[src/cgra_pkg.sv]
package cgra_pkg;

	// configuration bus words.
	typedef logic [31:0] cfg_addr_t;
	typedef logic [31:0] cfg_data_t;

	// address split: tile id in the low half, block code in the high half.
	typedef logic [15:0] tile_id_t;
	typedef logic [15:0] block_id_t;

	localparam int TILE_FIELD_LSB = 0;
	localparam int BLOCK_FIELD_LSB = 16;

	// block codes.
	localparam block_id_t BLOCK_SB = 16'd7;
	localparam block_id_t BLOCK_CB0 = 16'd6;
	localparam block_id_t BLOCK_CB1 = 16'd5;
	localparam block_id_t BLOCK_CLB = 16'd4;

	// logic block operation.
	typedef logic [1:0] clb_op_t;

	localparam clb_op_t OP_AND = 2'd0;
	localparam clb_op_t OP_OR = 2'd1;
	localparam clb_op_t OP_XOR = 2'd2;
	localparam clb_op_t OP_NAND = 2'd3;

	// connect box choice, msb picks outgoing tracks.
	typedef logic [2:0] cb_sel_t;

	// switch box source per output track.
	typedef logic [1:0] sb_choice_t;

	localparam sb_choice_t SB_FROM_PE = 2'd3;

	// sides per tile, side 3 only drives in.
	localparam int NUM_IN_SIDES = 4;
	localparam int NUM_OUT_SIDES = 3;

endpackage

[src/clb.sv]
`timescale 1ns/1ps

module clb (
	input  logic                clk,
	input  logic                rst,
	input  logic                config_en,
	input  cgra_pkg::clb_op_t   config_data,
	input  logic                in0,
	input  logic                in1,
	output logic                out
);

	cgra_pkg::clb_op_t op_q;
	logic result;

	// operation register.
	always_ff @(posedge clk) begin
		if (rst) begin
			op_q <= cgra_pkg::OP_AND;
		end else if (config_en) begin
			op_q <= config_data;
		end
	end

	always_comb begin
		case (op_q)
			cgra_pkg::OP_AND: result = in0 & in1;
			cgra_pkg::OP_OR: result = in0 | in1;
			cgra_pkg::OP_XOR: result = in0 ^ in1;
			cgra_pkg::OP_NAND: result = ~(in0 & in1);
			default: result = 1'b0;
		endcase
	end

	// registered result, this breaks any route back through the switch box.
	always_ff @(posedge clk) begin
		if (rst) begin
			out <= 1'b0;
		end else begin
			out <= result;
		end
	end

	// first computed value after reset must be known.
	a_out_known: assert property (
		@(posedge clk)
		$fell(rst) |=> !$isunknown(out)
	) else $error("clb: output unknown after reset release");

endmodule

[src/connect_box.sv]
`timescale 1ns/1ps

module connect_box #(
	parameter int NUM_TRACKS = 4
) (
	input  logic                  clk,
	input  logic                  rst,
	input  logic                  config_en,
	input  cgra_pkg::cb_sel_t     config_data,
	input  logic [NUM_TRACKS-1:0] side_in,
	input  logic [NUM_TRACKS-1:0] side_out,
	output logic                  block_out
);

	cgra_pkg::cb_sel_t sel_q;
	logic [1:0] track_idx;
	logic use_out;

	always_ff @(posedge clk) begin
		if (rst) begin
			sel_q <= '0; // in track 0.
		end else if (config_en) begin
			sel_q <= config_data;
		end
	end

	assign track_idx = sel_q[1:0];
	assign use_out = sel_q[2]; // upper four choices read the outgoing side.

	// pick one track of the side.
	always_comb begin
		block_out = 1'b0;
		for (int t = 0; t < NUM_TRACKS; t++) begin
			if (int'(track_idx) == t) begin
				block_out = use_out ? side_out[t] : side_in[t];
			end
		end
	end

	// a written choice must name an existing track.
	a_sel_in_range: assert property (
		@(posedge clk) disable iff (rst)
		config_en |=> (int'(track_idx) < NUM_TRACKS)
	) else $error("connect_box: track choice %0d beyond %0d tracks", track_idx, NUM_TRACKS);

endmodule

[src/pe_tile_top.sv]
`timescale 1ns/1ps

module pe_tile_top #(
	parameter int NUM_TRACKS = 4
) (
	input  logic                  clk,
	input  logic                  rst,
	input  cgra_pkg::cfg_addr_t   config_addr,
	input  cgra_pkg::cfg_data_t   config_data,
	input  cgra_pkg::tile_id_t    tile_id,
	input  logic [NUM_TRACKS-1:0] in_wire_0,
	input  logic [NUM_TRACKS-1:0] in_wire_1,
	input  logic [NUM_TRACKS-1:0] in_wire_2,
	input  logic [NUM_TRACKS-1:0] in_wire_3,
	output logic [NUM_TRACKS-1:0] out_wire_0,
	output logic [NUM_TRACKS-1:0] out_wire_1,
	output logic [NUM_TRACKS-1:0] out_wire_2
);

	cgra_pkg::tile_id_t addr_tile;
	cgra_pkg::block_id_t addr_block;
	logic tile_hit;

	logic config_en_sb;
	logic config_en_cb0;
	logic config_en_cb1;
	logic config_en_clb;

	logic op_0;
	logic op_1;
	logic pe_output;

	// address fields.
	assign addr_tile = config_addr[cgra_pkg::TILE_FIELD_LSB +: $bits(cgra_pkg::tile_id_t)];
	assign addr_block = config_addr[cgra_pkg::BLOCK_FIELD_LSB +: $bits(cgra_pkg::block_id_t)];

	assign tile_hit = (addr_tile == tile_id);

	// one write strobe per block, no handshake.
	assign config_en_sb = tile_hit && (addr_block == cgra_pkg::BLOCK_SB);
	assign config_en_cb0 = tile_hit && (addr_block == cgra_pkg::BLOCK_CB0);
	assign config_en_cb1 = tile_hit && (addr_block == cgra_pkg::BLOCK_CB1);
	assign config_en_clb = tile_hit && (addr_block == cgra_pkg::BLOCK_CLB);

	// operand a from side 0.
	connect_box #(
		.NUM_TRACKS(NUM_TRACKS)
	) cb0 (
		.clk(clk),
		.rst(rst),
		.config_en(config_en_cb0),
		.config_data(config_data[2:0]),
		.side_in(in_wire_0),
		.side_out(out_wire_0),
		.block_out(op_0)
	);

	// operand b from side 1.
	connect_box #(
		.NUM_TRACKS(NUM_TRACKS)
	) cb1 (
		.clk(clk),
		.rst(rst),
		.config_en(config_en_cb1),
		.config_data(config_data[2:0]),
		.side_in(in_wire_1),
		.side_out(out_wire_1),
		.block_out(op_1)
	);

	clb compute_block (
		.clk(clk),
		.rst(rst),
		.config_en(config_en_clb),
		.config_data(config_data[1:0]),
		.in0(op_0),
		.in1(op_1),
		.out(pe_output)
	);

	switch_box #(
		.NUM_TRACKS(NUM_TRACKS)
	) sb (
		.clk(clk),
		.rst(rst),
		.config_en(config_en_sb),
		.config_data(config_data),
		.in_wire_0(in_wire_0),
		.in_wire_1(in_wire_1),
		.in_wire_2(in_wire_2),
		.in_wire_3(in_wire_3),
		.pe_output(pe_output),
		.out_wire_0(out_wire_0),
		.out_wire_1(out_wire_1),
		.out_wire_2(out_wire_2)
	);

	// decoded strobes never overlap.
	a_one_enable: assert property (
		@(posedge clk) disable iff (rst)
		$onehot0({config_en_sb, config_en_cb0, config_en_cb1, config_en_clb})
	) else $error("pe_tile_top: more than one block write enable");

endmodule

[src/switch_box.sv]
`timescale 1ns/1ps

module switch_box #(
	parameter int NUM_TRACKS = 4
) (
	input  logic                  clk,
	input  logic                  rst,
	input  logic                  config_en,
	input  cgra_pkg::cfg_data_t   config_data,
	input  logic [NUM_TRACKS-1:0] in_wire_0,
	input  logic [NUM_TRACKS-1:0] in_wire_1,
	input  logic [NUM_TRACKS-1:0] in_wire_2,
	input  logic [NUM_TRACKS-1:0] in_wire_3,
	input  logic                  pe_output,
	output logic [NUM_TRACKS-1:0] out_wire_0,
	output logic [NUM_TRACKS-1:0] out_wire_1,
	output logic [NUM_TRACKS-1:0] out_wire_2
);

	// two bits per output track, three output sides.
	localparam int USED_BITS = 2 * cgra_pkg::NUM_OUT_SIDES * NUM_TRACKS;
	localparam cgra_pkg::cfg_data_t USED_MASK =
		cgra_pkg::cfg_data_t'((64'd1 << USED_BITS) - 64'd1);

	cgra_pkg::cfg_data_t cfg_q;

	logic [NUM_TRACKS-1:0] side_in [cgra_pkg::NUM_IN_SIDES];
	logic [NUM_TRACKS-1:0] side_out [cgra_pkg::NUM_OUT_SIDES];

	always_ff @(posedge clk) begin
		if (rst) begin
			cfg_q <= '0; // every track from the lowest other side.
		end else if (config_en) begin
			cfg_q <= config_data;
		end
	end

	assign side_in[0] = in_wire_0;
	assign side_in[1] = in_wire_1;
	assign side_in[2] = in_wire_2;
	assign side_in[3] = in_wire_3;

	// choice c takes the c-th other side, counting upward and skipping s.
	for (genvar s = 0; s < cgra_pkg::NUM_OUT_SIDES; s++) begin : g_side
		localparam int SRC0 = (s == 0) ? 1 : 0;
		localparam int SRC1 = (s <= 1) ? 2 : 1;
		localparam int SRC2 = 3;

		for (genvar t = 0; t < NUM_TRACKS; t++) begin : g_track
			cgra_pkg::sb_choice_t choice;

			assign choice = cfg_q[2 * (s * NUM_TRACKS + t) +: 2];

			always_comb begin
				case (choice)
					2'd0: side_out[s][t] = side_in[SRC0][t];
					2'd1: side_out[s][t] = side_in[SRC1][t];
					2'd2: side_out[s][t] = side_in[SRC2][t];
					cgra_pkg::SB_FROM_PE: side_out[s][t] = pe_output;
					default: side_out[s][t] = 1'b0;
				endcase
			end
		end
	end

	assign out_wire_0 = side_out[0];
	assign out_wire_1 = side_out[1];
	assign out_wire_2 = side_out[2];

	// unused fields stay clear after a write.
	a_upper_clear: assert property (
		@(posedge clk) disable iff (rst)
		config_en |=> ((cfg_q & ~USED_MASK) == '0)
	) else $error("switch_box: config bits above field %0d set", USED_BITS);

endmodule

[config.mk]
export PLATFORM = sky130hd
export DESIGN_NAME = pe_tile_top
export DESIGN_NICKNAME = d
export VERILOG_FILES = /design/src/cgra_pkg.sv /design/src/clb.sv /design/src/connect_box.sv /design/src/pe_tile_top.sv /design/src/switch_box.sv
export SDC_FILE = /design/constraint.sdc
export NUM_CORES = 1
export LEC_CHECK = 0
export BUFFER_PORTS_ARGS = -buffer_cell sky130_fd_sc_hd__buf_2
export CORE_ASPECT_RATIO = 0.6
export CORE_MARGIN = 2
export CORE_UTILIZATION = 50
export CTS_BUF_LIST = sky130_fd_sc_hd__clkbuf_4 sky130_fd_sc_hd__clkbuf_8
export DETAILED_ROUTE_END_ITERATION = 6
export GPL_TIMING_DRIVEN = 0
export PLACE_DENSITY = 0.84
export SYNTH_ARGS = -nofsm -noshare
export SYNTH_HDL_FRONTEND = slang
export SYNTH_SLANG_ARGS = --single-unit
[constraint.sdc]
create_clock -name clk -period 5.79 [get_ports clk]
set_input_delay 0.579 -clock clk [delete_from_list [all_inputs] [get_ports clk]]
set_output_delay 0.579 -clock clk [all_outputs]
set_load 0.1 [all_outputs]
==> flow_summary.json, run 1 <==
{
  "run_status": "complete, no violations",
  "synth-main-ff-cell": "dfxtp_1",
  "fin_area_mm2": 0.00279,
  "core_region_area_mm2": 0.00410,
  "layout-drive-gt1-share_pct": 41.4,
  "max_slew.worst_pin.slew_ns": 0.494,
  "critPathCaptureType": "output port",
  "finish.utilization_pct": 68.0,
  "drt-initial-drc-count": 121,
  "grt_use_total_pct": 24.4,
  "report.final.hold_viol_count": 0,
  "postSynthNetCount": 301,
  "r2r_setup_slack_ns": 3.37,
  "postPlaceCellArea_mm2": 0.00270,
  "antenna_cells": 0,
  "syn2layout_area_growth_pct": 31.2,
  "worst-endpoint-arrival_ns": 1.88,
  "cts_repair_resize_count": 0,
  "pin_count_of_the_biggest_net_entering_global_routing": 12,
  "timing.critical_path.buf_inv": 2,
  "io_pins": 110,
  "period_needed_ns": 2.46,
  "h-tree-depth": 2,
  "clockRootBuffer": "clkbuf_8",
  "crit_path_slowest_cell": "dfxtp_1",
  "reg2regPathDepth": 11,
  "post_drt_wl_per_cell_um": 15.2,
  "crit_path_max_incr_delay_ns": 0.43,
  "cts_tree": "yes",
  "netlist_area_mm2": 0.00212,
  "cts_buffers": 5,
  "cell_by_cell_trace_of_the_critical_path": "clkbuf_1 > mux4_2 > buf_2",
  "crit_family": "buffers and inverters",
  "power.density_cell_area_mw_per_mm2": 186,
  "route.detailed.vias_per_inst": 5.14,
  "drt_first_pass_iters": 4,
  "grt_pass1_vias": 1794,
  "ys.warnings.count": 0,
  "fin_skew_ns": 0.00680,
  "worst_slew_margin_rel_pct": 67.3,
  "maxSlewViolCount": 0,
  "fin_worst_hold_slack_ns": 0.489,
  "power_uw": 519,
  "total_setup_buffers_inserted_after_cts": 0,
  "number_of_enable_type_register_cells_in_the_synthesized_netlist": 0,
  "cts_hold_buffers": 0,
  "ys_async_sr_fraction_pct": 0,
  "worst_reg2reg_path_endpoint": "compute_block.out",
  "dp.final_hpwl_mm": 4.49,
  "final.setup.worst_slack_ns": 3.33,
  "timing.final.crit_share_pct": 42.4,
  "placement.io_buffers": 100,
  "grt_first_pass_wirelength_mm": 8.51,
  "tns_ns": 0,
  "globalplace.congestion": 0.943,
  "worst_setup_path_start_kind": "flop",
  "worst_setup_hold_path_clk_slew_ns": 0.07,
  "postSynthAreaPerCell_um2": 10.6,
  "detail-route-antenna-nets": 0,
  "die_area_mm2": 0.00480,
  "initial_utilization_pct": 51.8,
  "layout.cells.non_filler": 369,
  "post_synth_inst_count": 201,
  "postSynthRegisterBits": 33,
  "rsz0062_at_grt": "false",
  "detailroute.via_count": 1898,
  "min-delay-path-class": "flop to flop",
  "drv_cap": 0,
  "clk_path_buf_depth": 2,
  "seq_area_frac_synth_pct": 31.1,
  "report.final.setup_viol": 0,
  "distinct_cells_synth": 27,
  "hp-start": "sb.cfg_q[5]",
  "placement_rows": 18,
  "die_y_um": 54.5,
  "crit_type": "flop to output port",
  "critical_path_peak_fanout": 10,
  "drcViolationCount": 0,
  "max-vdd-ir-drop_mv": 0.123,
  "globalRoute.totalOverflow": 0,
  "grt_antenna_before_repair": 0,
  "whs_path_depth": 2,
  "cellLeakagePower_nw": 1.32,
  "cts.sink_count": 33,
  "placed_cells": 361,
  "timing.critical_path.required_ns": 5.21,
  "min_to": "sb.cfg_q[5]",
  "routed_wirelength_mm": 5.62,
  "die_x_um": 88.2,
  "r2r_start": "compute_block.out",
  "placement.setup.worst_slack_ns": 3.21,
  "achievable-frequency_ghz": 0.407,
  "insertion_delay_ns": 0.29,
  "finalNetCount": 408
}
synthesized netlist by cell type, types with 2 or more instances:
master    number  area (um^2)
xnor2_1       16          140
dfxtp_1       33          661
mux2i_1       35          350
nor2b_1        2         12.5
nand4_1        5         31.3
ha_1           2         25.0
nor2_1         6         22.5
mux2_2         2         22.5
mux4_2        13          293
clkbuf_1       8         30.0
nand4b_1       2         17.5
nor4_1         2         12.5
a21oi_1        3         15.0
buf_6          2         22.5
nand2b_1      56          350
inv_1          3         11.3
cell families (layout without fill, tap and decap cells):
group	Yosys count	in the layout	share of synthesized area (%)
AO/OA/AOI/OAI	8	8	2.47
XOR/XNOR	16	16	6.60
adder cells (fa/ha/maj)	2	2	1.18
buffers and inverters	13	121	3.00
flip-flops	33	33	31.1
multiplexers	50	50	31.3
AND/OR/NAND/NOR	79	79	24.3
registers in the layout, indices dropped and copies added, names as in the netlist:
register,flops
compute_block.op_q,2
compute_block.out,1
cb0.sel_q,3
sb.cfg_q,24
cb1.sel_q,3
worst reg2reg max path: cells and delay by family, from the launching register on:
kind | cells | cell delay [ns]
flops | 1 | 0.36
buf+inv | 2 | 0.32
simple gates | 3 | 0.20
compound gates | 3 | 0.52
mux | 2 | 0.68
fa+ha+maj | 1 | 0.22
final cells by class:
class,instances,area (um^2)
Multi-Input combinational cell,155,1400
Fill cell,352,1310
Sequential cell,33,661
Timing Repair Buffer,100,500
Tap cell,60,75.1
Clock buffer,5,68.8
Buffer,10,52.6
Clock inverter,3,17.5
Inverter,3,11.3
layout by cell type (no fill, tap or decap), drive strengths merged:
| cell | n |
|---|---|
| nand2 | 1 |
| a211o | 1 |
| clkbuf | 13 |
| o21ai | 1 |
| clkinv | 2 |
| inv | 3 |
| nor3 | 1 |
| a311o | 1 |
| mux2 | 2 |
| mux4 | 13 |
| a21oi | 3 |
| dfxtp | 33 |
| xnor2 | 16 |
| nand4 | 6 |
| ha | 2 |
| nand2b | 56 |
| buf | 102 |
| clkinvlp | 1 |
| mux2i | 35 |
| nor4b | 1 |
| a211oi | 1 |
| nor2 | 6 |
| nor2b | 2 |
| nand4b | 2 |
| nor3b | 1 |
| nor4 | 2 |
| a31oi | 1 |
| and3 | 1 |
where the power goes:
part           switching [mW]  total [mW]  internal [mW]
Sequential           0.000446       0.228          0.227
Clock                  0.0904       0.173         0.0829
Combinational          0.0676       0.118         0.0501
Total                   0.158       0.519          0.360
routing by layer:
metal	GRT usage, %	share of wire, %
met5	0	0
met4	7.83	1.4
met3	7.84	6.4
met2	39.1	47
met1	31.9	45
how the worst max path moves through the flow:
stage	from	end	slack (ns)	depth (start not counted)
2_1_floorplan	in_wire_3[3]	compute_block.out	3.09	9
3_3_place_gp	in_wire_0[1]	compute_block.out	3.24	10
3_5_place_dp	in_wire_0[1]	compute_block.out	3.21	10
4_1_cts	compute_block.out	out_wire_0[1]	3.38	3
5_1_grt	compute_block.out	compute_block.out	3.21	11
6_report	compute_block.out	out_wire_0[0]	3.33	3
Note: power is estimated with default switching activity, not from simulation.
==> run 2, diff against run 1 <==
- CORE_UTILIZATION: 50 -> 42
- PLACE_DENSITY: 0.84 -> 0.75
- clock period: 5.79 -> 2.2 ns (I/O delays scaled with it)
==> flow_summary.json, run 2 (synthesized netlist as in run 1, its figures left out) <==
{
  "postPlaceCellArea_mm2": 0.00272,
  "critical_path_peak_fanout": 8,
  "layout_commonest_cell": "buf_2",
  "fin_skew_ns": 0.00324,
  "report.final.setup_viol": 1,
  "detailroute.via_count": 1904,
  "cellLeakagePower_nw": 1.36,
  "routed_wirelength_mm": 5.75,
  "die_area_mm2": 0.00566,
  "grt_antenna_before_repair": 0,
  "drt_first_pass_iters": 5,
  "grt_first_pass_wirelength_mm": 9.09,
  "detail-route-antenna-nets": 0,
  "largest_registers": "sb.cfg_q: 24 flops, cb0.sel_q: 3 flops, cb1.sel_q: 3 flops",
  "power.density_cell_area_mw_per_mm2": 499,
  "initial_utilization_pct": 45.1,
  "largest_register_ffs": 24,
  "finalNetCount": 411,
  "die_x_um": 95.8,
  "syn2layout_area_growth_pct": 35.5,
  "globalplace.congestion": 0.847,
  "timing.final.crit_share_pct": 107,
  "layout-drive-gt1-share_pct": 44.6,
  "post_drt_wl_per_cell_um": 15.3,
  "achievable-frequency_ghz": 0.425,
  "grt_pass1_vias": 1839,
  "antenna_cells": 0,
  "violations": "negative setup slack",
  "r2r_setup_slack_ns": -0.15,
  "final.setup.worst_slack_ns": -0.153,
  "fillCellCount": 416,
  "fin_area_mm2": 0.00288,
  "clk_path_buf_depth": 2,
  "cts_buffers": 5,
  "max-vdd-ir-drop_mv": 0.283,
  "maxSlewViolCount": 0,
  "max_slew.worst_pin.slew_ns": 0.494,
  "layout_common_cells": "buf_2 (100), nand2b_1 (56), mux2i_1 (35)",
  "placement.io_buffers": 100,
  "cts_hold_buffers": 0,
  "cts.sink_count": 33,
  "power_mw": 1.44,
  "drcViolationCount": 0,
  "tns_ns": -0.153,
  "drt-initial-drc-count": 117,
  "timing.critical_path.required_ns": 2.35,
  "placement_rows": 19,
  "fin_worst_hold_slack_ns": 0.179,
  "top_register": "sb.cfg_q",
  "critPathCaptureType": "flop",
  "report.final.hold_viol_count": 0,
  "run_status": "complete, but fails checks",
  "globalRoute.totalOverflow": 0,
  "placement.setup.worst_slack_ns": -0.0791,
  "route.detailed.vias_per_inst": 5.08,
  "core_region_area_mm2": 0.00471,
  "worst_setup_hold_path_clk_slew_ns": 0.07,
  "grt_use_total_pct": 21.6,
  "crit_type": "flop to flop",
  "worst_setup_path_start_kind": "flop",
  "h-tree-depth": 2,
  "pin_count_of_the_biggest_net_entering_global_routing": 11,
  "worst-endpoint-arrival_ns": 2.51,
  "worst_slew_margin_rel_pct": 67.3,
  "drv_cap": 0,
  "cts_tree": "yes",
  "clockRootBuffer": "clkbuf_8",
  "period_needed_ns": 2.35,
  "die_y_um": 59.1,
  "io_pins": 110,
  "rsz0062_at_grt": "true",
  "insertion_delay_ns": 0.29,
  "min-delay-path-class": "primary input to flop",
  "dp.final_hpwl_mm": 4.62
}
-- run 2: power by group --
part | internal [mW] | switching (mW) | total, mW
combinational | 0.141 | 0.185 | 0.326
clock | 0.283 | 0.229 | 0.511
sequential | 0.598 | 0.000654 | 0.599
-- run 2: critical path, stage by stage (launching register included) --
cell	delay (ns)
dfxtp_2	0.33
buf_8	0.13
mux4_2	0.48
mux2i_1	0.18
nor3b_1	0.08
a311o_1	0.36
inv_2	0.08
ha_4	0.20
nor2_4	0.11
a21oi_2	0.04
a21oi_2	0.15
nor2_1	0.07
-- run 2: metrics by stage --
stage / cells / utilization (%)
after floorplan: 201 / -
after global placement: 364 / 57.7
after detailed placement: 364 / 57.7
after CTS: 372 / 59.9
after global routing: 375 / 61.1
final: 375 / 61.1
-- run 2: path summary, 6_finish.rpt --
kind / startpoint / to / cells after the start
max: compute_block.out / compute_block.out / 11
min: config_data[7] / sb.cfg_q[7] / 3
max reg2reg: compute_block.out / compute_block.out / 11
min reg2reg: sb.cfg_q[16] / sb.cfg_q[16] / 2
-- run 2: cell type report --
| cell class | instances | area [um^2] | area share, % |
|---|---|---|---|
| clock inverter | 1 | 5.00 | 0.174 |
| buffer | 10 | 63.8 | 2.22 |
| sequential | 33 | 662 | 23.0 |
| inverter | 3 | 11.3 | 0.391 |
| clock buffer | 7 | 96.3 | 3.35 |
| timing repair buffer | 103 | 523 | 18.2 |
| multi-input combinational | 155 | 1440 | 50.0 |
| tap | 63 | 78.8 | 2.74 |
-- run 2: routing by layer --
layer	vias up	wire length [um]	track usage [%]
met2	59	2650	33.2
met5	-	0	0
met4	0	45	6.73
li1	931	-	-
met3	7	377	6.49
met1	907	2680	29.6
-- run 2: repair_timing --
item                       in CTS  in global routing
resized for setup               1                  8
pin swaps                       0                  6
setup buffers                   0                  3
setup endpoints to repair       1                  1
==> run 3, diff against run 2 <==
- CORE_UTILIZATION: 42 -> 47
- MAX_ROUTING_LAYER: unset -> met4
- PLACE_DENSITY: 0.75 -> 0.83
- clock period: 2.2 -> 2.5 ns (I/O delays scaled with it)
==> flow_summary.json, run 3 (synthesized netlist as in run 1, its figures left out) <==
{
  "drt-initial-drc-count": 91,
  "dp.final_hpwl_mm": 4.56,
  "r2r_start": "compute_block.out",
  "crit_path_end": "compute_block.out",
  "globalplace.congestion": 0.842,
  "fillCellCount": 379,
  "detailroute.via_count": 1877,
  "reg2regPathDepth": 11,
  "maxSlewViolCount": 0,
  "critPathCaptureType": "flop",
  "power.density_cell_area_mw_per_mm2": 472,
  "cell_by_cell_trace_of_the_critical_path": "buf_2 > mux4_2 > mux2i_2 > nor3b_1 > a311o_1 > inv_1 > ha_1 > nor2_1 > a21oi_1 > a21oi_1 > nor2_1",
  "r2r_setup_slack_ns": 0.15,
  "die_x_um": 90.8,
  "total_setup_buffers_inserted_after_cts": 0,
  "layout-drive-gt1-share_pct": 42.1,
  "drt_first_pass_iters": 4,
  "layout_common_cells": "buf_2 (101), nand2b_1 (56), mux2i_1 (34)",
  "drv_cap": 0,
  "core_region_area_mm2": 0.00423,
  "h-tree-depth": 2,
  "grt_pass1_vias": 1845,
  "min-delay-path-class": "primary input to flop",
  "placement.setup.worst_slack_ns": 0.105,
  "die_area_mm2": 0.00509,
  "worst_reg2reg_path_endpoint": "compute_block.out",
  "initial_utilization_pct": 50.2,
  "placed_cells": 361,
  "top_register": "sb.cfg_q",
  "grt_first_pass_wirelength_mm": 9.20,
  "period_needed_ns": 2.35,
  "tns_ns": 0,
  "pin_count_of_the_biggest_net_entering_global_routing": 11,
  "antenna_cells": 0,
  "detail-route-antenna-nets": 0,
  "die_y_um": 56.1,
  "rsz0062_at_grt": "false",
  "run_status": "complete, no violations",
  "worst_setup_path_start_kind": "flop",
  "clk_path_buf_depth": 2,
  "clockRootBuffer": "clkbuf_8",
  "cts_buffers": 5,
  "syn2layout_area_growth_pct": 33.2,
  "max-vdd-ir-drop_mv": 0.258,
  "largest_registers": "sb.cfg_q: 24 flops, cb0.sel_q: 3 flops, cb1.sel_q: 3 flops",
  "timing.critical_path.required_ns": 2.65,
  "grt_antenna_before_repair": 0,
  "drcViolationCount": 0,
  "cts_repair_resize_count": 0,
  "critical_path_peak_fanout": 10,
  "worst-endpoint-arrival_ns": 2.50,
  "final.setup.worst_slack_ns": 0.152,
  "route.detailed.vias_per_inst": 5.09,
  "power_mw": 1.33,
  "layout.cells.non_filler": 369,
  "crit_type": "flop to flop",
  "worst_slew_margin_rel_pct": 67.3,
  "io_pins": 110,
  "placement.io_buffers": 100,
  "crit_path_slowest_cell": "mux4_2",
  "max_slew.worst_pin.slew_ns": 0.493,
  "largest_register_ffs": 24,
  "cts_tree": "yes",
  "crit_path_max_incr_delay_ns": 0.51,
  "insertion_delay_ns": 0.28,
  "finish.utilization_pct": 66.8,
  "routed_wirelength_mm": 5.61,
  "worst_setup_hold_path_clk_slew_ns": 0.07,
  "cts.sink_count": 33,
  "post_drt_wl_per_cell_um": 15.2,
  "report.final.setup_viol": 0,
  "grt_use_total_pct": 23.7,
  "achievable-frequency_ghz": 0.426,
  "finalNetCount": 408,
  "layout_commonest_cell": "buf_2",
  "timing.final.crit_share_pct": 93.9,
  "cellLeakagePower_nw": 1.35,
  "placement_rows": 18,
  "cp-startpoint": "compute_block.out",
  "cts_hold_buffers": 0,
  "fin_skew_ns": 0.00397,
  "globalRoute.totalOverflow": 0,
  "report.final.hold_viol_count": 0
}
run 3: stage by stage:
step	hold WS (ns)	area [um^2]
2_1_floorplan	0.402	2130
4_1_cts	0.215	2820
3_5_place_dp	0.477	2700
5_1_grt	0.216	2830
3_3_place_gp	0.471	2700
6_report	0.214	2830
run 3: cell type report:
cell class              count  area, um^2  share of cell area [%]
repair buffers            100         500                    17.7
clock buffers               7        90.1                    3.18
flip-flops and latches     33         661                    23.4
plain buffers              10        53.8                    1.90
well taps                  60        75.1                    2.65
multi-input cells         155        1410                    49.8
clock inverters             1        30.0                    1.06
inverters                   3        11.3                   0.398
run 3: worst min path at each step:
stage / start / slack, ns / to / cells past startpoint
floorplan: config_data[10] / 0.40 / sb.cfg_q[10] / 2
CTS: config_data[11] / 0.21 / sb.cfg_q[11] / 3
global placement: sb.cfg_q[2] / 0.47 / sb.cfg_q[2] / 2
finish: config_data[20] / 0.21 / sb.cfg_q[20] / 3
global route: config_data[3] / 0.22 / sb.cfg_q[3] / 3
detailed placement: sb.cfg_q[15] / 0.48 / sb.cfg_q[15] / 2
run 3: metal layers:
metal,track usage (%),vias to the layer above,share of wire [%]
met1,31.7,886,46
met3,5.83,4,6.8
met5,-,-,0
met2,37.3,61,47
li1,-,926,-
met4,4.33,0,0.50
run 3: worst max-delay path: cells and delay by family (launching register included):
kind | cells | cell delay, ns
mux | 2 | 0.69
compound gates | 3 | 0.49
flops | 1 | 0.33
buf+inv | 2 | 0.26
simple gates | 3 | 0.22
fa+ha+maj | 1 | 0.22
run 3: power breakdown:
| part | internal [mW] | leakage, nW | total (mW) | switching, mW |
|---|---|---|---|---|
| clock network | 0.336 | 0.0619 | 0.533 | 0.197 |
| logic | 0.117 | 1.02 | 0.275 | 0.158 |
| registers | 0.526 | 0.266 | 0.526 | 0.000504 |
